--- src/design/mem_system_pkg.sv ---
`default_nettype none

package mem_system_pkg;

  typedef logic [31:0] addr_t;
  typedef logic [31:0] data_t;
  typedef logic [3:0]  strb_t;

  typedef enum logic [1:0] {
    CtrlRegs,
    L2Mem,
    BootRom,
    NoTarget
  } target_e;

  // Address map
  localparam addr_t CtrlBase = 32'h4000_0000;
  localparam addr_t CtrlEnd  = 32'h4000_FFFF;
  localparam addr_t L2Base   = 32'h8000_0000;
  localparam addr_t L2End    = 32'h9FFF_FFFF;
  localparam addr_t RomBase  = 32'hA000_0000;
  localparam addr_t RomEnd   = 32'hA000_FFFF;

  // Word offsets inside the 64 KiB control region
  localparam int unsigned CtrlOffWidth = 14;
  localparam logic [CtrlOffWidth-1:0] RegWakeUp = 14'd0;
  localparam logic [CtrlOffWidth-1:0] RegEoc    = 14'd1;
  localparam logic [CtrlOffWidth-1:0] RegCycles = 14'd2;

  typedef union packed {
    data_t raw;
    struct packed {
      logic [30:0] code;
      logic        valid;
    } fields;
  } eoc_word_u;

  localparam int unsigned RomWords = 16;

  localparam data_t BootImage [RomWords] = '{
    32'h0000_0297, 32'h0182_8293, 32'h0002_a283, 32'h0002_8067,
    32'hf140_2573, 32'h0000_0597, 32'h0245_8593, 32'h1050_0073,
    32'hffdf_f06f, 32'h0000_0013, 32'h0000_0013, 32'h0000_0013,
    32'h8000_0000, 32'h0000_0000, 32'hdead_beef, 32'hcafe_f00d
  };

endpackage

`default_nettype wire
--- src/design/mem_if.sv ---
`timescale 1ns/1ps
`default_nettype none

interface mem_if;
  import mem_system_pkg::*;

  logic  req;
  logic  we;
  addr_t addr;
  data_t wdata;
  strb_t be;
  data_t rdata;

  // addr is a word index and rdata returns one cycle after req
  modport ctrl (
    output req, we, addr, wdata, be,
    input  rdata
  );

  modport tgt (
    input  req, we, addr, wdata, be,
    output rdata
  );

endinterface

`default_nettype wire

--- src/design/ctrl_regs.sv ---
`timescale 1ns/1ps
`default_nettype none

module ctrl_regs #(
  parameter int unsigned NumCores = 4
) (
  input  wire logic                   clk_i,
  input  wire logic                   rst_n_i,
  input  wire mem_system_pkg::data_t  cycles_i,
  mem_if.tgt                          bus,
  output logic [NumCores-1:0]         wake_up_o,
  output logic                        eoc_valid_o,
  output logic                        eoc_stop_o
);
  import mem_system_pkg::*;

  logic [CtrlOffWidth-1:0] offset;
  logic                    wr_en;
  logic                    rd_en;
  data_t                   wake_q;
  eoc_word_u               eoc_q;
  eoc_word_u               wr_word;
  data_t                   rdata_q;

  assign offset       = bus.addr[CtrlOffWidth-1:0];
  assign wr_en        = bus.req && bus.we;
  assign rd_en        = bus.req && !bus.we;
  assign wr_word.raw  = bus.wdata;

  // Full word writes only
  always_ff @(posedge clk_i) begin
    if (!rst_n_i) begin
      wake_q    <= '0;
      eoc_q.raw <= '0;
    end else if (wr_en) begin
      case (offset)
        RegWakeUp: wake_q    <= bus.wdata;
        RegEoc:    eoc_q.raw <= bus.wdata;
        default: begin
        end
      endcase
    end
  end

  always_ff @(posedge clk_i) begin
    if (rd_en) begin
      case (offset)
        RegWakeUp: rdata_q <= wake_q;
        RegEoc:    rdata_q <= eoc_q.raw;
        RegCycles: rdata_q <= cycles_i;
        default:   rdata_q <= '0;
      endcase
    end
  end

  // Stops the run timer at the same edge the word is stored
  assign eoc_stop_o = wr_en && (offset == RegEoc) && wr_word.fields.valid;

  assign wake_up_o   = wake_q[NumCores-1:0];
  assign eoc_valid_o = eoc_q.fields.valid;
  assign bus.rdata   = rdata_q;

endmodule

`default_nettype wire

--- src/flat_wrapper.sv ---
// flat-port wrapper written by rule: the top's interface ports become plain ports
module ctrl_regs_flat import mem_system_pkg::*;
#(
  parameter int unsigned NumCores = 4
)
  (clk_i, rst_n_i, cycles_i, wake_up_o, eoc_valid_o, eoc_stop_o, bus_req, bus_we, bus_addr, bus_wdata, bus_be, bus_rdata);
  mem_if bus_i ();
  input  wire logic clk_i;
  input  wire logic rst_n_i;
  input  wire mem_system_pkg::data_t cycles_i;
  output logic [NumCores-1:0] wake_up_o;
  output logic eoc_valid_o;
  output logic eoc_stop_o;
  input wire logic [$bits(bus_i.req)-1:0] bus_req;
  input wire logic [$bits(bus_i.we)-1:0] bus_we;
  input wire logic [$bits(bus_i.addr)-1:0] bus_addr;
  input wire logic [$bits(bus_i.wdata)-1:0] bus_wdata;
  input wire logic [$bits(bus_i.be)-1:0] bus_be;
  output wire logic [$bits(bus_i.rdata)-1:0] bus_rdata;
  assign bus_i.req = bus_req;
  assign bus_i.we = bus_we;
  assign bus_i.addr = bus_addr;
  assign bus_i.wdata = bus_wdata;
  assign bus_i.be = bus_be;
  assign bus_rdata = bus_i.rdata;
  ctrl_regs #(.NumCores(NumCores)) u_core (.clk_i(clk_i), .rst_n_i(rst_n_i), .cycles_i(cycles_i), .bus(bus_i), .wake_up_o(wake_up_o), .eoc_valid_o(eoc_valid_o), .eoc_stop_o(eoc_stop_o));
endmodule
--- config.mk ---
export PLATFORM = sky130hd
export DESIGN_NAME = ctrl_regs_flat
export DESIGN_NICKNAME = d
export VERILOG_FILES = /design/src/design/mem_system_pkg.sv /design/src/design/mem_if.sv /design/src/design/ctrl_regs.sv /design/src/flat_wrapper.sv
export SDC_FILE = /design/constraint.sdc
export NUM_CORES = 1
export LEC_CHECK = 0
export ABC_CLOCK_PERIOD_IN_PS = 2450
export BUFFER_PORTS_ARGS = -buffer_cell sky130_fd_sc_hd__buf_2
export CORE_MARGIN = 5
export CORE_UTILIZATION = 51
export DETAILED_ROUTE_END_ITERATION = 8
export PLACE_DENSITY = 0.8
export SLEW_MARGIN = 10
export SYNTH_ARGS = -nofsm -noshare
export SYNTH_HDL_FRONTEND = slang
export SYNTH_SLANG_ARGS = --single-unit
--- constraint.sdc ---
create_clock -name clk_i -period 2.45 [get_ports clk_i]
set_input_delay 0.3675 -clock clk_i [delete_from_list [all_inputs] [get_ports clk_i]]
set_output_delay 0.3675 -clock clk_i [all_outputs]
set_load 0.1 [all_outputs]
; Word level (Yosys, flattened, before mapping)
; Cells that the tools add are included.
[classes]
n_eq_ne = 2
n_mux = 1
n_reduce_logical = 8
[op_table]
columns = cell, count
row1 = $pmux 32 s3, 1
row2 = $eq 14x1->1 const B, 1
row3 = $eq 14x2->1 const B, 1
row4 = $logic_not 14->1, 1
row5 = $logic_and 1x1->1, 4
row6 = $reduce_and 2->1, 2
row7 = $logic_not 1->1, 1
[word_totals]
ff_bits = 96
input_bits = 104

; Depth between registers and ports, before layout
[logic_depth]
word_depth = 3
ltp_mapped = 6

; Worst setup path before layout
; OpenSTA, ideal clock, no wires.
[synth_path]
kind = input to output
from = input port bus_addr[9]
to = output port eoc_stop_o
t_arrival_ps = 4021
required_ps = 2082
path_slack_ps = -1939
stages = 2
n_path_buf = 0
cell_sequence = or4_1 > nor4b_1
[synth_via]
elab_chain_len = 3
[synth_rtl]
columns = item, line
row1 = start: declaration, flat_wrapper.sv:16  ; input wire logic [$bits(bus_i.addr)-1:0] bus_addr;
row2 = $eq 14x1->1, ctrl_regs.sv:57  ; assign eoc_stop_o = wr_en && (offset == RegEoc) && wr_word.fields.valid;
row3 = $logic_and 1x1->1 (2 in a row), ctrl_regs.sv:57
row4 = end: declaration, flat_wrapper.sv:13  ; output logic eoc_stop_o;
; Every way passes these cells.

; Worst setup path in the final report
[layout_path]
from = input port bus_addr[5]
to = output port eoc_stop_o
; The elaborated chain is that of the path after synthesis.

==> metrics.md <==
| Metric | Value |
|---|---|
| PwrDens | `613 mW/mm²` |
| Number of buffers created by CTS | `9` |
| Routed Antenna Nets | `0` |
| Initial antenna violation count | `2` |
| Fillers | `692` |
| Max-slew violations | `0` |
| Worst Hold Class | `in -> reg` |
| MaxCap Viol Count | `0` |
| Synthesis-stage register bit count | `96` |
| WP data arrival | `1.64 ns` |
| Slew at the pin with the worst max-slew slack | `0.554 ns` |
| Most frequent cell after synthesis | `nand2_1` |
| Synth unique cells | `21` |
| Largest net degree at the start of global routing | `67` |
| First-pass GRT wire length | `15.7 mm` |
| Yosys warnings | `0` |
| Top_reg_cell synth | `dfxtp_1` |
| DP Wirelength | `7.14 mm` |
| Drt wl/cell | `15.5 µm` |
| Critical path class | `in -> out` |
| IO buf count | `119` |
| Tot GR Track Use | `0.194` |
| Initial Util | `0.530` |
| Post-synth EDFFs | `32` |
| Vias in the first global route | `3327` |
| RSZ-0062 raised after global routing | `no` |
| Post-CTS Resized | `0` |
| TNS Setup | `0 ns` |
| Layout cells sized above 1 | `0.342` |
| Drt drc | `0` |
| Final hold violation count | `0` |
| Gpl congestion | `0.734` |
| Slowest-stage cell, CP | `nor4_4` |
| Post-Syn Area | `0.00440 mm²` |
| Final min period | `2.01 ns` |
| Skew final | `0.0122 ns` |
| CP Max Fanout | `4` |
| Post-CTS Hold Buffers | `0` |
| CP endpoint kind | `output pin` |
| Global route overflow | `0` |
| CP bufs+invs | `2` |
| Synth top area share | `0.291` |
| CP delay by family, top | `simple AND/OR/NAND/NOR gates` |
| Mapped Cells | `434` |
| Syn nets | `538` |
| # setup viols final | `0` |
| Critical Path RT | `2.08 ns` |
| Maximum vdd drop | `0.000372 V` |
| Final WS setup | `0.439 ns` |
| Seq/Total Area, Yosys | `0.510` |
| Die height | `103 µm` |
| Die width | `103 µm` |
| Syn-to-layout area delta | `20.4%` |
| H-tree levels | `3` |
| P_leak | `2.21 nW` |
| Clock Latency Late Sink | `0.36 ns` |
| Placed cells | `635` |
| CTS Buffer Depth | `2` |
| First DRT Iteration DRCs | `114` |
| Top cells by count, synth | `nand2_1 (129), mux2i_1 (96), dfxtp_1 (64)` |
| Full die area | `0.0106 mm²` |
| Nets | `645` |
| Top-Level Pins | `142` |
| Tcrit/Tclk final | `0.821` |
| Core ar. | `0.00830 mm²` |
| Asr flop ratio synth | `0` |
| Clock sink total | `96` |
| Area contributors post-synth | `dfxtp_1 (29%), mux2i_1 (22%), edfxtp_1 (22%), nand2_1 (11%), or2_2 (4.6%)` |
| Slew HR | `0.631` |
| Routed vias/inst | `5.15` |
| Pre-CTS setup slack | `0.418 ns` |
| Post-Syn Area per Cell | `10.1 µm²` |
| Row cnt | `33` |
| Root Buffer | `clkbuf_8` |
| Total routed wirelength | `10.1 mm` |
| Pre-Repair DR Iteration Count | `4` |
| Setup bufs post-CTS | `0` |
| Final core utilization | `0.638` |
| Post-synth top area cell | `dfxtp_1` |
| Max Clk Rate | `497 MHz` |
| Hold_ws | `0.270 ns` |
| CTS tree | `done` |
| Status | `complete, no violations` |
| Final Non-Filler Cells | `652` |
| Crit path cell chain | `buf_2, nor4_4, nand2_1, nor4b_4, buf_12` |
| Worst-path clk slew | `0.10 ns` |
| Via count | `3357` |
| Worst Setup Start Kind | `input pin` |
| Critical path's largest stage delay | `0.45 ns` |
state kept, by name (all words and copies together), names as in the netlist:
register          count
u_core.bus.rdata     32
u_core.wake_q        32
u_core.eoc_q         32
power by group:
group,internal (mW),leakage (nW),switching (mW)
Clock,0.608,0.107,0.535
Combinational,0.100,1.32,0.332
Sequential,1.67,0.776,0.00631
per-layer routing:
metal / GRT usage / part of all wire / up-vias
met5: 0 / 0.00069 / -
met2: 0.329 / 0.50 / 92
met4: 0.0767 / 0.019 / 2
met3: 0.0392 / 0.069 / 18
li1: - / - / 1673
met1: 0.243 / 0.42 / 1572
worst min-delay path: stages:
cell     delay (ns)
buf_2          0.09
nand2_1        0.06
mux2i_1        0.06
kinds of logic (layout without fill, tap and decap cells):
kind of cell	count (synthesis)	in the layout	synth area share
simple gates	173	173	0.186
mux	96	96	0.219
flops	96	96	0.510
buf+inv	37	149	0.0492
compound gates	32	32	0.0364
other cells	0	1	0
layout make-up:
type | instances | area (µm²) | share of cell area
multi-input combinational | 301 | 1970 | 0.373
inverter | 1 | 3.75 | 0.000709
clock inverter | 4 | 76.3 | 0.0144
timing repair buffer | 132 | 721 | 0.136
clock buffer | 12 | 145 | 0.0274
sequential | 96 | 2240 | 0.423
tap | 105 | 131 | 0.0248
antenna | 1 | 2.50 | 0.000473
per-stage QoR:
step / power (mW) / instance area, µm²
finish: 3.25 / 5300
global route: 3.36 / 5300
CTS: 3.27 / 5290
detailed placement: 2.14 / 5070
global placement: 2.14 / 5070
floorplan: 2.02 / 4410
worst paths after layout:
kind	start	end	slack, ns	cells after the start
worst max-delay path	bus_addr[5]	eoc_stop_o	0.44	5
worst max register to register	u_core.wake_q[19]	u_core.bus.rdata[19]	1.44	3
worst min register to register	u_core.eoc_q[5]	u_core.eoc_q[5]	0.46	2
worst min-delay path	bus_wdata[6]	u_core.eoc_q[6]	0.27	3
cells in the final DEF, fill, tap and decap left out:
cell        Yosys  routed
a21oi_1        32      32
and4_2          0       1
and4b_1         1       1
and4bb_2        1       1
buf_12          0       2
buf_2           2     118
buf_4          11      12
bufinv_16       0       2
clkbuf_1       20       2
clkbuf_8        0      10
clkinvlp_4      0       1
dfxtp_1        64      64
diode_2         0       1
edfxtp_1       32      32
inv_1           1       1
inv_6           0       1
mux2i_1        96      96
nand2_1       129     129
nand3_1         1       1
nand4_4         0       1
nor2b_2         0       1
nor2b_4         0       1
nor4_2          1       1
nor4_4          2       2
nor4b_4         0       1
or2_2          32      32
or4_1           1       1
No activity file was read; power rests on OpenSTA's default activity.
