[config.mk]
export PLATFORM = sky130hd
export DESIGN_NAME = bootrom_flat
export DESIGN_NICKNAME = d
export VERILOG_FILES = /design/src/design/mem_system_pkg.sv /design/src/design/mem_if.sv /design/src/design/bootrom.sv /design/src/flat_wrapper.sv
export SDC_FILE = /design/constraint.sdc
export NUM_CORES = 1
export LEC_CHECK = 0
export BUFFER_PORTS_ARGS = -buffer_cell sky130_fd_sc_hd__buf_2
export CORE_MARGIN = 4
export CORE_UTILIZATION = 34
export CTS_CLUSTER_DIAMETER = 40
export CTS_CLUSTER_SIZE = 16
export DETAILED_ROUTE_END_ITERATION = 10
export HOLD_SLACK_MARGIN = 0.02
export PLACE_DENSITY = 0.83
export SKIP_CTS_REPAIR_TIMING = 1
export SLEW_MARGIN = 20
export SYNTH_ARGS = -nofsm -noshare
export SYNTH_HDL_FRONTEND = slang
export SYNTH_SLANG_ARGS = --single-unit
[constraint.sdc]
create_clock -name clk_i -period 2.05 [get_ports clk_i]
set_input_delay 0.5125 -clock clk_i [delete_from_list [all_inputs] [get_ports clk_i]]
set_output_delay 0.5125 -clock clk_i [all_outputs]
set_load 0.1 [all_outputs]
[src/design/mem_system_pkg.sv]
`default_nettype none

package mem_system_pkg;

  typedef logic [31:0] addr_t;
  typedef logic [31:0] data_t;
  typedef logic [3:0]  strb_t;

  typedef enum logic [1:0] {
    CtrlRegs,
    L2Mem,
    BootRom,
    NoTarget
  } target_e;

  // Address map
  localparam addr_t CtrlBase = 32'h4000_0000;
  localparam addr_t CtrlEnd  = 32'h4000_FFFF;
  localparam addr_t L2Base   = 32'h8000_0000;
  localparam addr_t L2End    = 32'h9FFF_FFFF;
  localparam addr_t RomBase  = 32'hA000_0000;
  localparam addr_t RomEnd   = 32'hA000_FFFF;

  // Word offsets inside the 64 KiB control region
  localparam int unsigned CtrlOffWidth = 14;
  localparam logic [CtrlOffWidth-1:0] RegWakeUp = 14'd0;
  localparam logic [CtrlOffWidth-1:0] RegEoc    = 14'd1;
  localparam logic [CtrlOffWidth-1:0] RegCycles = 14'd2;

  typedef union packed {
    data_t raw;
    struct packed {
      logic [30:0] code;
      logic        valid;
    } fields;
  } eoc_word_u;

  localparam int unsigned RomWords = 16;

  localparam data_t BootImage [RomWords] = '{
    32'h0000_0297, 32'h0182_8293, 32'h0002_a283, 32'h0002_8067,
    32'hf140_2573, 32'h0000_0597, 32'h0245_8593, 32'h1050_0073,
    32'hffdf_f06f, 32'h0000_0013, 32'h0000_0013, 32'h0000_0013,
    32'h8000_0000, 32'h0000_0000, 32'hdead_beef, 32'hcafe_f00d
  };

endpackage

`default_nettype wire
[src/design/mem_if.sv]
`timescale 1ns/1ps
`default_nettype none

interface mem_if;
  import mem_system_pkg::*;

  logic  req;
  logic  we;
  addr_t addr;
  data_t wdata;
  strb_t be;
  data_t rdata;

  // addr is a word index and rdata returns one cycle after req
  modport ctrl (
    output req, we, addr, wdata, be,
    input  rdata
  );

  modport tgt (
    input  req, we, addr, wdata, be,
    output rdata
  );

endinterface

`default_nettype wire

[src/design/bootrom.sv]
`timescale 1ns/1ps
`default_nettype none

module bootrom (
  input  wire logic  clk_i,
  mem_if.tgt         bus
);
  import mem_system_pkg::*;

  localparam int unsigned RomIdxWidth = $clog2(RomWords);

  logic [RomIdxWidth-1:0] idx;
  logic                   rd_en;
  data_t                  rdata_q;

  // Offsets beyond the image wrap around
  assign idx   = bus.addr[RomIdxWidth-1:0];
  assign rd_en = bus.req && !bus.we;

  always_ff @(posedge clk_i) begin
    if (rd_en) begin
      rdata_q <= BootImage[idx];
    end
  end

  assign bus.rdata = rdata_q;

endmodule

`default_nettype wire

[src/flat_wrapper.sv]
// flat-port wrapper written by rule: the top's interface ports become plain ports
module bootrom_flat import mem_system_pkg::*;
  (clk_i, bus_req, bus_we, bus_addr, bus_wdata, bus_be, bus_rdata);
  mem_if bus_i ();
  input  wire logic clk_i;
  input wire logic [$bits(bus_i.req)-1:0] bus_req;
  input wire logic [$bits(bus_i.we)-1:0] bus_we;
  input wire logic [$bits(bus_i.addr)-1:0] bus_addr;
  input wire logic [$bits(bus_i.wdata)-1:0] bus_wdata;
  input wire logic [$bits(bus_i.be)-1:0] bus_be;
  output wire logic [$bits(bus_i.rdata)-1:0] bus_rdata;
  assign bus_i.req = bus_req;
  assign bus_i.we = bus_we;
  assign bus_i.addr = bus_addr;
  assign bus_i.wdata = bus_wdata;
  assign bus_i.be = bus_be;
  assign bus_rdata = bus_i.rdata;
  bootrom u_core (.clk_i(clk_i), .bus(bus_i));
endmodule
---- Yosys cells after proc, flatten, opt, wreduce, memory -nomap -nowiden ----
Memory sizes are Yosys's and may differ from the RTL's. A register that Yosys moved wholly into a read port is not among the register bits.
Cells that the tools add are included.
word-level totals
  memory bits (read-only) ................. 512
  memories kept ........................... 1
  input bits .............................. 71
  output and inout bits ................... 32
  register bits after elaboration ......... 0
operators by class
  bitwise operators ....................... 1
  reduce and logical (&&, ||, !) cells .... 2
memories
  memory            words  bits a word  read ports  clocked after Yosys merged registers in  wr ports  line           source
  (name not given)  16     32           1           1                                        0         bootrom.sv:22  rdata_q <= BootImage[idx];
operator list
  cell               count
  $not 4->5          1
  $logic_and 1x1->1  1
  $logic_not 1->1    1

---- Longest topological paths before layout ----
Gate-level depths: netlist of the first run.
  word-level depth ........................ 2
  gate-level depth with buffers ........... 5

---- Worst setup path before layout of the first run ----
OpenSTA, ideal clock, no wires.
  path type ............................... input port to flip-flop
  from .................................... input bus_req
  to ...................................... register u_core.rdata_q[0] (netlist: u_core.bus.rdata[0]), enable pin
  cell stages on the path ................. 1
  data arrival time ....................... 1.747 ns
  setup time .............................. 0.414 ns
  setup slack ............................. -0.111 ns
  required time ........................... 1.636 ns
  path buffers ............................ 0
  cells stage by stage .................... nor2b_1
on the way
  word-level cells in the longest chain between the ends .. 1
RTL lines
  element             line               source
  start: declaration  flat_wrapper.sv:6  input wire logic [$bits(bus_i.req)-1:0] bus_req;
  $logic_and 1x1->1   bootrom.sv:18      assign rd_en = bus.req && !bus.we;
  end: declaration    bootrom.sv:14      data_t rdata_q;
Every way passes these cells.

---- Final worst setup path of the first run ----
  from .................................... register u_core.rdata_q[27] (netlist: u_core.bus.rdata[27])
  to ...................................... output bus_rdata[27]
RTL lines
  element           line                source
  end: declaration  flat_wrapper.sv:11  output wire logic [$bits(bus_i.rdata)-1:0] bus_rdata;
No word-level cell between the ends.

==> metrics.md, run 1 <==
| Metric | Value |
|---|---|
| Initial antenna violation count | `0` |
| Number of DRC markers in iteration 0 | `39` |
| Yosys cell types | `24` |
| Post-synth EDFFs | `27` |
| CP Cell Sequence | `buf_2` |
| Critical-path top delay cell | `buf_2` |
| Filler instances | `316` |
| Largest family of logic cells by synthesized area | `simple AND/OR/NAND/NOR gates` |
| Critical path type | `reg2out` |
| I/O Buffers | `38` |
| GR Util All Layers | `under 10%` |
| Root buffer cell | `clkbuf_8` |
| Gr ovfl total | `0` |
| Top cell type's share of synthesized area | `between 60% and 70%` |
| Hold path start | `bus_addr[1]` |
| Die width | `~70 um` |
| Core area | `~3400 um2` |
| Synth cell count leaders | `edfxtp_1, nand2_1, o21ai_1` |
| Yosys reg bits | `27` |
| Critical path's top delay family | `buffers and inverters` |
| Adder-cell share of the synthesized area | `between 4 and 5%` |
| Synth Area in Compound Gates | `between 10% and 20%` |
| Reg clk slew, reported paths | `roughly 0.080 ns` |
| Die area | `about 4700 um2` |
| Syn Nets | `179` |
| Fin. max-slew vios | `0` |
| WP buf/inv | `1` |
| Count leader, synth | `edfxtp_1` |
| NumNets Final | `215` |
| Simple-gate share of the synthesized area | `11.6%` |
| Via density per instance | `about 4.4` |
| Max-Cap Viols | `0` |
| Final setup fails | `0` |
| DRC | `0` |
| Die Y | `approximately 69 um` |
| Primary FF master, synth | `edfxtp_1` |
| TritonCTS clock tree | `done` |
| Main area contributors after synthesis | `edfxtp_1, ha_1, o21ai_1, nand2_1, buf_4` |
| Worst setup margin | `between 0.4 and 0.5 ns` |
| Post-synth ARST share | `0%` |
| Routed via count | `slightly above 800` |
| Area leader, netlist | `edfxtp_1` |
| Crit path arrival time | `roughly 1.1 ns` |
| Max incr delay on CP | `0.44 ns` |
| Maximum fanout along the worst path | `4` |
| H-tree Lvls | `1` |
| CTS Buffer Depth | `2` |
| Post-route ant nets | `0` |
| Diode count | `0` |
| Fin. Hold Viols | `0` |
| Critical Path End Type | `primary output` |
| Hold path depth | `2` |
| Max Freq | `between 0.6 and 0.7 GHz` |
| CTS buffer count | `3` |
| I/O Pins | `103` |
| Power per cell area | `between 900 and 1000 nW/um2` |
| Worst Hold Class | `in2reg` |
| P_leak | `between 0.6 and 0.7 nW` |
| Worst Max-Slew Pin Slew | `0.494 ns` |
| Status | `finished clean` |
| Avg WL per Cell | `11.3 um` |
| Sequential area share after synthesis | `between 60% and 70%` |
| P&R area growth vs syn | `19.9%` |
| Largest net degree at the start of global routing | `28` |
| Worst Hold Path EP | `u_core.bus.rdata[21]` |
| Largest register FFs | `27` |
| Pre-CTS setup slack | `a little over 0.2 ns` |
| Post-DP HPWL | `~1600 um` |
| Routed wire length | `about 2100 um` |
| Drt pass-1 iters | `5` |
| CP Launch Type | `flop` |
| Synthesized cell area | `around 1300 um2` |
| Yosys warning count | `0` |
| First-pass GRT wire length | `3280 um` |
| Post-synthesis mux area share | `between 1.5 and 2%` |
| Starting density of the core | `a little over a third` |
| FP Rows | `21` |
| Worst path required time | `between 1.5 and 2 ns` |
| Share of post-route cells with drive strength above 1 | `34.8%` |
| RSZ-0062 raised after global routing | `no` |
| Vias in the first global route | `~730` |
| Tcrit/Tclk final | `slightly below 80%` |
| Xor/xnor cell area share of the yosys netlist | `0%` |
| Setup TNS | `0 ns` |
| Synth Area per Inst | `around 12 um2` |
| Final min period | `roughly 1.6 ns` |
| Clk sinks | `27` |
| GP Congestion | `approximately 0.78` |
| Slew margin rel. | `67.3%` |
| Worst VDD drop | `about 0.00028 V` |
| Post-Synthesis Cells | `about 100` |
layer usage:
metal / global-route usage, % / up-vias / share of wire, %
met3: 1.46 / 5 / 8.2
met4: 4.38 / 0 / 1.8
met5: 0 / - / 0
li1: - / 425 / -
met2: 16.7 / 32 / 48
met1: 11.1 / 352 / 42
per-stage QoR:
| step | hold slack (ns) | util (%) | total power [W] | instance area [um2] | instances |
|---|---|---|---|---|---|
| 2_1_floorplan | 0.724 | - | 0.00108 | 1260 | 103 |
| 6_report | 0.670 | 43.7 | 0.00141 | 1510 | 184 |
| 4_1_cts | 0.667 | 43.7 | 0.00142 | 1510 | 184 |
| 5_1_grt | 0.679 | 43.7 | 0.00146 | 1510 | 184 |
| 3_5_place_dp | 0.945 | 42.4 | 0.00114 | 1460 | 180 |
| 3_3_place_gp | 0.939 | 42.4 | 0.00114 | 1460 | 180 |
cell families after synthesis:
family	count (synthesis)
AND/OR/NAND/NOR	31
flip-flops	27
AO/OA/AOI/OAI	22
buffers and inverters	16
adder cells (fa/ha/maj)	5
multiplexers	2
worst max-delay path by stage:
stage / slack, ns / endpoint / cells past startpoint / startpoint
after floorplan: 0.16 / bus_rdata[12] / 1 / u_core.bus.rdata[27]
after global placement: 0.23 / u_core.bus.rdata[2] / 6 / bus_addr[1]
after detailed placement: 0.20 / u_core.bus.rdata[2] / 6 / bus_addr[1]
after CTS: 0.46 / bus_rdata[12] / 1 / u_core.bus.rdata[27]
after global routing: 0.37 / u_core.bus.rdata[13] / 6 / bus_addr[1]
final: 0.46 / bus_rdata[27] / 1 / u_core.bus.rdata[27]
cells in the final DEF, fill, tap and decap left out:
master and instances:
a21boi_1 1, a21oi_1 3, and2_1 3, and3_1 1
buf_2 38, buf_4 2, clkbuf_1 1, clkbuf_8 3
edfxtp_1 27, ha_1 5, inv_1 5, inv_2 2
mux2i_1 2, nand2_1 13, nand2b_1 1, nand3_1 1
nand3b_1 2, nor2_1 8, nor2b_2 2, o21a_1 1
o21ai_0 3, o21ai_1 10, o21ai_2 1, o221a_1 1
o31ai_1 2
power by group:
part           leakage (nW)  switching, W  internal [W]  total (W)
logic                 0.367      0.000401     0.0000623   0.000463
registers             0.238    0.00000905      0.000653   0.000662
clock network        0.0228      0.000145      0.000139   0.000284
total                 0.628      0.000555      0.000854    0.00141
layout make-up:
cell class	instances	area (um2)	share of cell area (%)
Multi-Input combinational cell	60	360	23.9
Tap cell	46	57.6	3.82
Sequential cell	27	811	53.9
Inverter	7	26.3	1.75
Timing Repair Buffer	40	205	13.6
Clock buffer	4	45.0	2.99
Note: power is estimated with default switching activity, not from simulation.
==> inputs of run 2 (changes only) <==
==> constraint.sdc (replaced) <==
create_clock -name clk_i -period 1.35 [get_ports clk_i]
set_input_delay 0.3375 -clock clk_i [delete_from_list [all_inputs] [get_ports clk_i]]
set_output_delay 0.3375 -clock clk_i [all_outputs]
set_load 0.1 [all_outputs]
==> run 2 against run 1 <==
- the flow now finishes with violations (setup timing)
- worst setup slack got worse by 0.47 ns
- clock-buffer cell count unchanged
- via count is 25% higher
- non-clock buffer count increased by 13
- total power is 76% higher
- largest cell class unchanged
==> metrics.md, run 2 (synthesized netlist as in run 1, its figures left out) <==
| Metric | Value |
|---|---|
| Worst setup margin | `-0.00516 ns` |
| Vias in the first global route | `roughly 1000` |
| Commonest non-fill, non-tap cells in the layout | `buf_12, edfxtp_1, nand2_1, buf_4, o21ai_1` |
| Max Freq | `around 0.74 GHz` |
| Fin. Hold Viols | `0` |
| P_leak | `0.901 nW` |
| Reg clk slew, reported paths | `roughly 0.080 ns` |
| Met3 GRT Util | `4.21%` |
| Worst Max-Slew Pin Slew | `approximately 0.49 ns` |
| H-tree Lvls | `1` |
| FP Rows | `21` |
| Starting density of the core | `36.5%` |
| TritonCTS clock tree | `done` |
| CTS Buffer Depth | `2` |
| Status | `finished, violations left` |
| Critical-path top delay cell | `edfxtp_1` |
| Number of DRC markers in iteration 0 | `47` |
| Critical Path End Type | `primary output` |
| Drt pass-1 iters | `4` |
| Max incr delay on CP | `around 0.43 ns` |
| Max-Cap Viols | `0` |
| Clk sinks | `27` |
| Worst path required time | `slightly above 1 ns` |
| Routed wire length | `about 3300 um` |
| CP Cell Sequence | `buf_12 > buf_12` |
| Power per cell area | `between 1000 and 1500 nW/um2` |
| I/O Buffers | `38` |
| Crit path arrival time | `1.02 ns` |
| Largest register FFs | `27` |
| Die area | `about 4700 um2` |
| CP most frequent cell | `buf_12` |
| Critical path type | `reg2out` |
| Post-route ant nets | `0` |
| Failing checks | `setup timing` |
| PnR Total Power | `between 0.002 and 0.0025 W` |
| Final min period | `between 1 and 1.5 ns` |
| Maximum fanout along the worst path | `4` |
| First-pass GRT wire length | `roughly 4900 um` |
| P&R area growth vs syn | `69.5%` |
| Hold path start | `bus_addr[1]` |
| Post-route cell area | `~2100 um2` |
| Commonest non-fill, non-tap cell in the layout | `buf_12` |
| Initial antenna violation count | `0` |
| Die Y | `68.8 um` |
| Post-DP Area | `roughly 2100 um2` |
| Core area | `3440 um2` |
| Root buffer cell | `clkbuf_8` |
| NumNets Final | `228` |
| CP Launch Type | `flop` |
| Gr ovfl total | `0` |
| Critical path's top delay family | `flip-flops` |
| Routed via count | `1015` |
| WP buf/inv | `2` |
| DRC | `0` |
| Worst VDD drop | `~0.00042 V` |
| Met1 usage | `between 10% and 20%` |
| Fin. max-slew vios | `0` |
| Grt peak-use layer | `met2` |
| Post-DP HPWL | `about 2500 um` |
| Slew margin rel. | `about two thirds` |
| I/O Pins | `~100` |
| RSZ-0062 raised after global routing | `yes` |
| GR Util All Layers | `between 10% and 20%` |
| Tcrit/Tclk final | `100%` |
| Via density per instance | `between 5 and 6` |
| CP startpoint | `u_core.bus.rdata[27]` |
| Worst Hold Class | `in2reg` |
| Share of post-route cells with drive strength above 1 | `between 40% and 50%` |
| Final setup fails | `4` |
| Diode count | `0` |
| CTS buffer count | `3` |
| Avg WL per Cell | `about 17 um` |
| GP Congestion | `a little over 0.8` |
| Largest net degree at the start of global routing | `28` |
| Met2 usage | `about a quarter` |
| Placed cells | `approximately 190` |
| Finished Core Util | `61.8%` |
| WHS | `about 0.49 ns` |
| Die width | `around 69 um` |
| Fin cells | `between 150 and 200` |
run 2: layout make-up:
class / count / area, um2
clock buffer: 4 / 45.0
fill: 217 / 1320
inverter: 7 / 26.3
multi-input combinational: 60 / 379
sequential: 27 / 811
tap: 46 / 57.6
timing repair buffer: 53 / 808
run 2: power by group:
part / internal, W / switching [W] / leakage [nW]
combinational: 0.000336 / 0.000648 / 0.640
clock: 0.000211 / 0.000231 / 0.0228
sequential: 0.000996 / 0.0000520 / 0.238
run 2: path summary, 6_finish.rpt:
| kind | endpoint | slack, ns | depth (start not counted) |
|---|---|---|---|
| max | bus_rdata[3] | -0.005 | 2 |
| min | u_core.bus.rdata[21] | 0.49 | 2 |
run 2: through the flow:
step                      setup TNS [ns]  worst slack (ns)
final                            -0.0164          -0.00516
after global routing              -0.175           -0.0442
after CTS                         -0.296           -0.0756
after detailed placement           -2.59            -0.236
after global placement             -1.17            -0.139
after floorplan                    -1.36            -0.309
run 2: metal layers:
layer	routed length, um	share of wire (%)
met1	1210	36
met2	1700	51
met3	309	9.3
met4	98	3.0
met5	0	0
