$ cat src/design/mem_system_pkg.sv
`default_nettype none

package mem_system_pkg;

  typedef logic [31:0] addr_t;
  typedef logic [31:0] data_t;
  typedef logic [3:0]  strb_t;

  typedef enum logic [1:0] {
    CtrlRegs,
    L2Mem,
    BootRom,
    NoTarget
  } target_e;

  // Address map
  localparam addr_t CtrlBase = 32'h4000_0000;
  localparam addr_t CtrlEnd  = 32'h4000_FFFF;
  localparam addr_t L2Base   = 32'h8000_0000;
  localparam addr_t L2End    = 32'h9FFF_FFFF;
  localparam addr_t RomBase  = 32'hA000_0000;
  localparam addr_t RomEnd   = 32'hA000_FFFF;

  // Word offsets inside the 64 KiB control region
  localparam int unsigned CtrlOffWidth = 14;
  localparam logic [CtrlOffWidth-1:0] RegWakeUp = 14'd0;
  localparam logic [CtrlOffWidth-1:0] RegEoc    = 14'd1;
  localparam logic [CtrlOffWidth-1:0] RegCycles = 14'd2;

  typedef union packed {
    data_t raw;
    struct packed {
      logic [30:0] code;
      logic        valid;
    } fields;
  } eoc_word_u;

  localparam int unsigned RomWords = 16;

  localparam data_t BootImage [RomWords] = '{
    32'h0000_0297, 32'h0182_8293, 32'h0002_a283, 32'h0002_8067,
    32'hf140_2573, 32'h0000_0597, 32'h0245_8593, 32'h1050_0073,
    32'hffdf_f06f, 32'h0000_0013, 32'h0000_0013, 32'h0000_0013,
    32'h8000_0000, 32'h0000_0000, 32'hdead_beef, 32'hcafe_f00d
  };

endpackage

`default_nettype wire
$ cat src/design/mem_if.sv
`timescale 1ns/1ps
`default_nettype none

interface mem_if;
  import mem_system_pkg::*;

  logic  req;
  logic  we;
  addr_t addr;
  data_t wdata;
  strb_t be;
  data_t rdata;

  // addr is a word index and rdata returns one cycle after req
  modport ctrl (
    output req, we, addr, wdata, be,
    input  rdata
  );

  modport tgt (
    input  req, we, addr, wdata, be,
    output rdata
  );

endinterface

`default_nettype wire

$ cat src/design/bus_fsm.sv
`timescale 1ns/1ps
`default_nettype none

module bus_fsm (
  input  wire logic                   clk_i,
  input  wire logic                   rst_n_i,
  input  wire logic                   host_req_i,
  input  wire logic                   host_we_i,
  input  wire mem_system_pkg::addr_t  host_addr_i,
  input  wire mem_system_pkg::data_t  host_wdata_i,
  input  wire mem_system_pkg::strb_t  host_be_i,
  output logic                        host_gnt_o,
  output logic                        host_rvalid_o,
  output mem_system_pkg::data_t       host_rdata_o,
  output logic                        host_err_o,
  mem_if.ctrl                         ctrl_bus,
  mem_if.ctrl                         l2_bus,
  mem_if.ctrl                         rom_bus
);
  import mem_system_pkg::*;

  typedef enum logic [1:0] {
    Idle,
    Access,
    Resp
  } state_e;

  state_e  state_q, state_d;
  target_e tgt_d, tgt_q;
  addr_t   word_addr;
  logic    access;

  // Region decode of the address held until grant
  always_comb begin
    if (host_addr_i >= CtrlBase && host_addr_i <= CtrlEnd) begin
      tgt_d = CtrlRegs;
    end else if (host_addr_i >= L2Base && host_addr_i <= L2End) begin
      tgt_d = L2Mem;
    end else if (host_addr_i >= RomBase && host_addr_i <= RomEnd) begin
      tgt_d = BootRom;
    end else begin
      tgt_d = NoTarget;
    end
  end

  always_comb begin
    state_d = state_q;
    case (state_q)
      Idle: begin
        if (host_req_i) begin
          state_d = Access;
        end
      end
      Access:  state_d = Resp;
      Resp:    state_d = Idle;
      default: state_d = Idle;
    endcase
  end

  always_ff @(posedge clk_i) begin
    if (!rst_n_i) begin
      state_q <= Idle;
      tgt_q   <= NoTarget;
    end else begin
      state_q <= state_d;
      if (access) begin
        tgt_q <= tgt_d;
      end
    end
  end

  assign access    = (state_q == Access);
  assign word_addr = {2'b00, host_addr_i[31:2]};

  assign ctrl_bus.req   = access && (tgt_d == CtrlRegs);
  assign ctrl_bus.we    = host_we_i;
  assign ctrl_bus.addr  = word_addr;
  assign ctrl_bus.wdata = host_wdata_i;
  assign ctrl_bus.be    = host_be_i;

  assign l2_bus.req   = access && (tgt_d == L2Mem);
  assign l2_bus.we    = host_we_i;
  assign l2_bus.addr  = word_addr;
  assign l2_bus.wdata = host_wdata_i;
  assign l2_bus.be    = host_be_i;

  // ROM sees writes too and drops them
  assign rom_bus.req   = access && (tgt_d == BootRom);
  assign rom_bus.we    = host_we_i;
  assign rom_bus.addr  = word_addr;
  assign rom_bus.wdata = host_wdata_i;
  assign rom_bus.be    = host_be_i;

  assign host_gnt_o    = access;
  assign host_rvalid_o = (state_q == Resp);
  assign host_err_o    = host_rvalid_o && (tgt_q == NoTarget);

  always_comb begin
    case (tgt_q)
      CtrlRegs: host_rdata_o = ctrl_bus.rdata;
      L2Mem:    host_rdata_o = l2_bus.rdata;
      BootRom:  host_rdata_o = rom_bus.rdata;
      default:  host_rdata_o = '0;
    endcase
  end

endmodule

`default_nettype wire

$ cat src/flat_wrapper.sv
// flat-port wrapper written by rule: the top's interface ports become plain ports
module bus_fsm_flat import mem_system_pkg::*;
  (clk_i, rst_n_i, host_req_i, host_we_i, host_addr_i, host_wdata_i, host_be_i, host_gnt_o, host_rvalid_o, host_rdata_o, host_err_o, ctrl_bus_req, ctrl_bus_we, ctrl_bus_addr, ctrl_bus_wdata, ctrl_bus_be, ctrl_bus_rdata, l2_bus_req, l2_bus_we, l2_bus_addr, l2_bus_wdata, l2_bus_be, l2_bus_rdata, rom_bus_req, rom_bus_we, rom_bus_addr, rom_bus_wdata, rom_bus_be, rom_bus_rdata);
  mem_if ctrl_bus_i ();
  mem_if l2_bus_i ();
  mem_if rom_bus_i ();
  input  wire logic clk_i;
  input  wire logic rst_n_i;
  input  wire logic host_req_i;
  input  wire logic host_we_i;
  input  wire mem_system_pkg::addr_t host_addr_i;
  input  wire mem_system_pkg::data_t host_wdata_i;
  input  wire mem_system_pkg::strb_t host_be_i;
  output logic host_gnt_o;
  output logic host_rvalid_o;
  output mem_system_pkg::data_t host_rdata_o;
  output logic host_err_o;
  output wire logic [$bits(ctrl_bus_i.req)-1:0] ctrl_bus_req;
  output wire logic [$bits(ctrl_bus_i.we)-1:0] ctrl_bus_we;
  output wire logic [$bits(ctrl_bus_i.addr)-1:0] ctrl_bus_addr;
  output wire logic [$bits(ctrl_bus_i.wdata)-1:0] ctrl_bus_wdata;
  output wire logic [$bits(ctrl_bus_i.be)-1:0] ctrl_bus_be;
  input wire logic [$bits(ctrl_bus_i.rdata)-1:0] ctrl_bus_rdata;
  output wire logic [$bits(l2_bus_i.req)-1:0] l2_bus_req;
  output wire logic [$bits(l2_bus_i.we)-1:0] l2_bus_we;
  output wire logic [$bits(l2_bus_i.addr)-1:0] l2_bus_addr;
  output wire logic [$bits(l2_bus_i.wdata)-1:0] l2_bus_wdata;
  output wire logic [$bits(l2_bus_i.be)-1:0] l2_bus_be;
  input wire logic [$bits(l2_bus_i.rdata)-1:0] l2_bus_rdata;
  output wire logic [$bits(rom_bus_i.req)-1:0] rom_bus_req;
  output wire logic [$bits(rom_bus_i.we)-1:0] rom_bus_we;
  output wire logic [$bits(rom_bus_i.addr)-1:0] rom_bus_addr;
  output wire logic [$bits(rom_bus_i.wdata)-1:0] rom_bus_wdata;
  output wire logic [$bits(rom_bus_i.be)-1:0] rom_bus_be;
  input wire logic [$bits(rom_bus_i.rdata)-1:0] rom_bus_rdata;
  assign ctrl_bus_req = ctrl_bus_i.req;
  assign ctrl_bus_we = ctrl_bus_i.we;
  assign ctrl_bus_addr = ctrl_bus_i.addr;
  assign ctrl_bus_wdata = ctrl_bus_i.wdata;
  assign ctrl_bus_be = ctrl_bus_i.be;
  assign ctrl_bus_i.rdata = ctrl_bus_rdata;
  assign l2_bus_req = l2_bus_i.req;
  assign l2_bus_we = l2_bus_i.we;
  assign l2_bus_addr = l2_bus_i.addr;
  assign l2_bus_wdata = l2_bus_i.wdata;
  assign l2_bus_be = l2_bus_i.be;
  assign l2_bus_i.rdata = l2_bus_rdata;
  assign rom_bus_req = rom_bus_i.req;
  assign rom_bus_we = rom_bus_i.we;
  assign rom_bus_addr = rom_bus_i.addr;
  assign rom_bus_wdata = rom_bus_i.wdata;
  assign rom_bus_be = rom_bus_i.be;
  assign rom_bus_i.rdata = rom_bus_rdata;
  bus_fsm u_core (.clk_i(clk_i), .rst_n_i(rst_n_i), .host_req_i(host_req_i), .host_we_i(host_we_i), .host_addr_i(host_addr_i), .host_wdata_i(host_wdata_i), .host_be_i(host_be_i), .host_gnt_o(host_gnt_o), .host_rvalid_o(host_rvalid_o), .host_rdata_o(host_rdata_o), .host_err_o(host_err_o), .ctrl_bus(ctrl_bus_i), .l2_bus(l2_bus_i), .rom_bus(rom_bus_i));
endmodule
$ cat config.mk
export PLATFORM = sky130hd
export DESIGN_NAME = bus_fsm_flat
export DESIGN_NICKNAME = d
export VERILOG_FILES = /design/src/design/mem_system_pkg.sv /design/src/design/mem_if.sv /design/src/design/bus_fsm.sv /design/src/flat_wrapper.sv
export SDC_FILE = /design/constraint.sdc
export NUM_CORES = 1
export LEC_CHECK = 0
export ABC_AREA = 1
export BUFFER_PORTS_ARGS = -buffer_cell sky130_fd_sc_hd__buf_4
export CAP_MARGIN = 20
export CORE_AREA = 4 4 159 161
export DETAILED_ROUTE_END_ITERATION = 12
export DIE_AREA = 0 0 163 165
export HOLD_SLACK_MARGIN = 0.05
export PLACE_DENSITY = 0.41
export SLEW_MARGIN = 20
export SYNTH_ARGS = -nofsm -noshare
export SYNTH_HDL_FRONTEND = slang
export SYNTH_SLANG_ARGS = --single-unit
$ cat constraint.sdc
create_clock -name clk_i -period 0.99 [get_ports clk_i]
set_input_delay 0 -clock clk_i [delete_from_list [all_inputs] [get_ports clk_i]]
set_output_delay 0 -clock clk_i [all_outputs]
set_load 0.02 [all_outputs]
==> Word level (Yosys, flattened, before mapping) <==
Index checks and enable logic that the tools add are counted.
{ "op_classes": {"magnitude_cmp": 6, "eq_ne": 8, "n_mux": 6, "n_reduce_logical": 10} }
{ "ops": {"columns": ["operator", "count"], "rows": [
  ["$pmux 32 s3", 1],
  ["$ge 32x32->1 const B", 2],
  ["$le 32x32->1 const B", 2],
  ["$ge 32x31->1 const B", 1],
  ["$le 32x31->1 const B", 1],
  ["$eq 2x2->1 const B", 4],
  ["$logic_and 1x1->1", 7],
  ["$eq 2x1->1 const B", 3],
  ["$logic_not 2->1", 3],
  ["$mux 2", 3],
  ["$pmux 2 s2", 1],
  ["$ne 2x2->1 const B", 1],
  ["$mux 1", 1]
]} }
{ "word_totals": {"regBits": 4, "inputBits": 168, "out_inout_bits": 245, "wordCells": 32} }

==> Longest topological paths before layout <==
{ "depth": {"depth_word": 7, "depth_mapped": 7, "ltp_nobuf": 7} }

==> Worst setup path after synthesis <==
Ideal clock, no wire load.
{ "synth_path": {"path_type": "register to output", "start": "reg u_core.tgt_q[1]", "end": "out host_rdata_o[0]", "arrival_time_ns": 1.294, "t_required_ns": 0.990, "path_slack_ns": -0.304, "stages_incl_launch_ff": 6, "n_path_buf": 3, "path_cell_list": "dfxtp_1 > buf_2 > or2_1 > buf_6 > buf_6 > o211ai_1"} }
{ "synth_between": {"elab_chain_cells": 2, "elab_cells_between_ends": 4, "cone_classes": "2 x eq/ne; 1 x mux; 1 x reduce/logical"} }
{ "synth_lines": {"columns": ["element", "line", "rtl"], "rows": [
  ["from (decl)", "bus_fsm.sv:29", "target_e tgt_d, tgt_q;"],
  ["from (signal assigned)", "bus_fsm.sv:63", "tgt_q <= NoTarget;"],
  ["from (signal assigned)", "bus_fsm.sv:67", "tgt_q <= tgt_d;"],
  ["$eq 2x2->1 (tied with other cells)", "bus_fsm.sv:99", "case (tgt_q)"],
  ["$pmux 32 s3 *", "bus_fsm.sv:99", null],
  ["to (decl)", "flat_wrapper.sv:16", "output mem_system_pkg::data_t host_rdata_o;"]
]} }
Every way passes the cells marked *; elsewhere a longest branch is shown, timed or not.

==> Final worst setup path <==
{ "layout_path": {"start": "reg u_core.tgt_q[0]", "end": "out host_rdata_o[4]"} }
Same word-level chain as after synthesis.

==> flow_summary.ini <==
[floorplan]
start_util_pct = 10.96
dieArea_mm2 = 0.02690
dieHeight_um = 165
fp-row-count = 57
io_pins = 413
die_width_um = 163
core_area_mm2 = 0.02396

[global_routing]
grt_max_degree = 33
grt_pass1_wl_um = 14640
first_global_vias = 2551
grt.total_usage_pct = 7.196
antenna_found_initial = 0
overflow = 0

[worst_setup_path]
path_buf_inv = 3
slowest_delay_ns = 0.32
worstPathRequired_ns = 0.99
critPathLaunchType = flop
reg2reg_slack_ns = -0.15
timing.rr.start = u_core.tgt_q[1]$_SDFFE_PN1P_
cp-end-kind = primary output
cp_max_fo = 7
reg2regPathDepth = 6
path_class = flop to primary output
critPathArrivalTime_ns = 1.45
critPathTopFamily = buffers and inverters
path_cells = inv_2 > or2_4 > buf_12 > o211ai_1 > buf_4
slowest_stage = dfxtp_2
rr_endpoint = u_core.tgt_q[1]$_SDFFE_PN1P_

[power]
p_sw_w = 0.001431
power.total_w = 0.003068
power_density_mw_per_mm2 = 749.6
p_comb_share_pct = 73.7
ir_drop_uv = 348.4
pwr-share-clk_pct = 20.3
power_frac_seq_pct = 5.9
sw_frac_of_total_pct = 46.66
p_int_w = 0.001637
power.leakage_nw = 2.067

[cts]
path_clk_slew_ns = 0.03
cts-htree-levels = 1
cts_buffers = 3
clock_sinks = 4
clockRootBuffer = clkbuf_16
clk_latency_ns = 0.22
clk_path_buf_depth = 2
cts_tree = done

[placement]
port_buffers = 200
placed_cells_incl_taps = 735
place_area_mm2 = 0.003093
dpl.hpwl_um = 8085
post-place-ws_ns = -0.3010
gp_congestion = 0.7051

[yosys]
synth.area.mux_share_pct = 0
yosys.area_share.simple_pct = 17.58
synthArstFlopShare_pct = 0
synthFlopType = dfxtp_1
synth_xor_area_share_pct = 0
yosys_register_bits = 4
yosys_warnings = 0
yosysSeqAreaShare_pct = 3.049
syn_area_mm2 = 0.002626
synth_top_family_by_area = buffers and inverters
synth_cell_types = 19
synth_fa_ha_area_share_pct = 0
synth_edf_count = 0
syn_area_per_cell_um2 = 6.437
synth-compound-area-share_pct = 10.86
netlist_instances = 408

[sta]
setup_ws_ns = -0.4649
finalSetupViolCount = 37
rsz0062_at_grt = true
fin_skew_ns = 0.0004230
finalSetupTns_ns = -14.08
relSlewSlack_pct = 53.69
max_slew.worst_pin.slew_ns = 0.6977
hold_viol_final = 0
period_minus_slack_ns = 1.455
slew_viol_final = 0
max_freq_mhz = 687.4
fin_crit_sh_pct = 147.0

[finish]
diodes = 0
nNetsFinal = 649
fin_cells = 803
drive_gt1_share_pct = 54.91
final_area_mm2 = 0.004093
areaGrowthSynthToFinish_pct = 55.84

[route]
viasPerCell = 3.243
drtPass1Iterations = 4
postRouteAntennaNets = 0
dr_total_vias = 2604
wirelength_um = 12130
routedWlPerCell_um = 15.10
drc_errors = 0
dr.first_iter.drc_count = 71

[worst_hold_path]
hold_path_class = primary input to primary output
min_delay_worst_endpoint = l2_bus_addr[24]
hold_path.startpoint = host_addr_i[26]
hold-path-cell-count = 2

[run_status]
outcome = finished with violations
violations = setup timing

[job]
drv_cap = 0
power groups by stage:
stage	logic (W)	registers, W	clock network [W]
5_1_grt	0.00241	0.000183	0.000647
3_3_place_gp	0.00142	0.000181	0
4_1_cts	0.00223	0.000181	0.000638
2_1_floorplan	0.00164	0.000180	0
3_5_place_dp	0.00141	0.000181	0
6_report	0.00226	0.000182	0.000623
synthesized netlist by cell type, types with 2 or more instances:
library cell	instances	area share [%]
buf_4	207	59
nand2_1	45	6.4
inv_1	40	5.7
nand3_1	36	6.9
o211ai_1	25	7.1
nor2_1	20	2.9
o211ai_2	7	3.3
clkbuf_1	6	0.86
buf_2	4	0.76
buf_6	4	1.7
dfxtp_1	4	3.0
a21oi_1	2	0.38
nand4_1	2	0.48
cells by family after synthesis:
| logic type | after synthesis |
|---|---|
| buffers and inverters | 262 |
| AND/OR/NAND/NOR | 107 |
| AO/OA/AOI/OAI | 34 |
| flip-flops | 4 |
| other | 1 |
stage by stage:
| step | hold WS [ns] | utilization [%] |
|---|---|---|
| 2_1_floorplan | 0.1126 | - |
| 3_3_place_gp | 0.0002639 | 12.91 |
| 3_5_place_dp | 0.0002639 | 12.91 |
| 4_1_cts | 0.2331 | 16.24 |
| 5_1_grt | 0.2415 | 17.08 |
| 6_report | 0.2315 | 17.08 |
layout by cell type, fill, tap and decap left out, types with 12 or more instances in the layout:
| cell type | Yosys | final |
|---|---|---|
| dlymetal6s4s_1 | 0 | 12 |
| nand2_1 | 45 | 37 |
| buf_4 | 207 | 201 |
| nand3_1 | 36 | 36 |
| dlygate4sd3_1 | 0 | 41 |
| buf_6 | 4 | 19 |
| nor2_1 | 20 | 17 |
| inv_1 | 40 | 38 |
| o211ai_1 | 25 | 25 |
area by class of cell:
cell class / instances / area, µm²
Multi-Input combinational cell: 147 / 839.6
Tap cell: 324 / 405.4
Fill cell: 2747 / 19870
Sequential cell: 4 / 85.08
Clock buffer: 3 / 75.07
Timing Repair Buffer: 284 / 2531
Inverter: 41 / 156.4
routing by layer:
layer / wire length, µm / GRT usage, % / up-vias
li1: - / - / 1220
met5: 0 / 0 / -
met3: 986 / 1.323 / 6
met1: 4767 / 9.017 / 1184
met4: 65 / 1.182 / 0
met2: 6310 / 13.04 / 194
worst max path at each step:
stage	from	to	slack [ns]	cells past startpoint
final	u_core.tgt_q[0]$_SDFFE_PN1P_	host_rdata_o[4]	-0.46	5
after global routing	u_core.tgt_q[0]$_SDFFE_PN1P_	host_rdata_o[8]	-0.55	5
after floorplan	u_core.tgt_q[1]$_SDFFE_PN1P_	host_rdata_o[0]	-0.28	5
after detailed placement	u_core.tgt_q[0]$_SDFFE_PN1P_	host_rdata_o[9]	-0.30	5
after CTS	u_core.tgt_q[0]$_SDFFE_PN1P_	host_rdata_o[8]	-0.49	5
after global placement	u_core.tgt_q[0]$_SDFFE_PN1P_	host_rdata_o[9]	-0.31	5
sequential cells by signal (all words and copies together) (netlist names):
signal	flops
u_core.tgt_q	2
u_core.state_q	2
what timing repair did:
action / 4_1_cts / 5_1_grt
setup endpoints to repair: 39 / 73
pin swaps: 7 / 10
resized for setup: 25 / 36
cloned: 3 / 3
hold buffers: 53 / 0
buffers inserted: 4 / 3
hold endpoints to repair: 154 / 0
No activity file was read; power rests on OpenSTA's default activity.
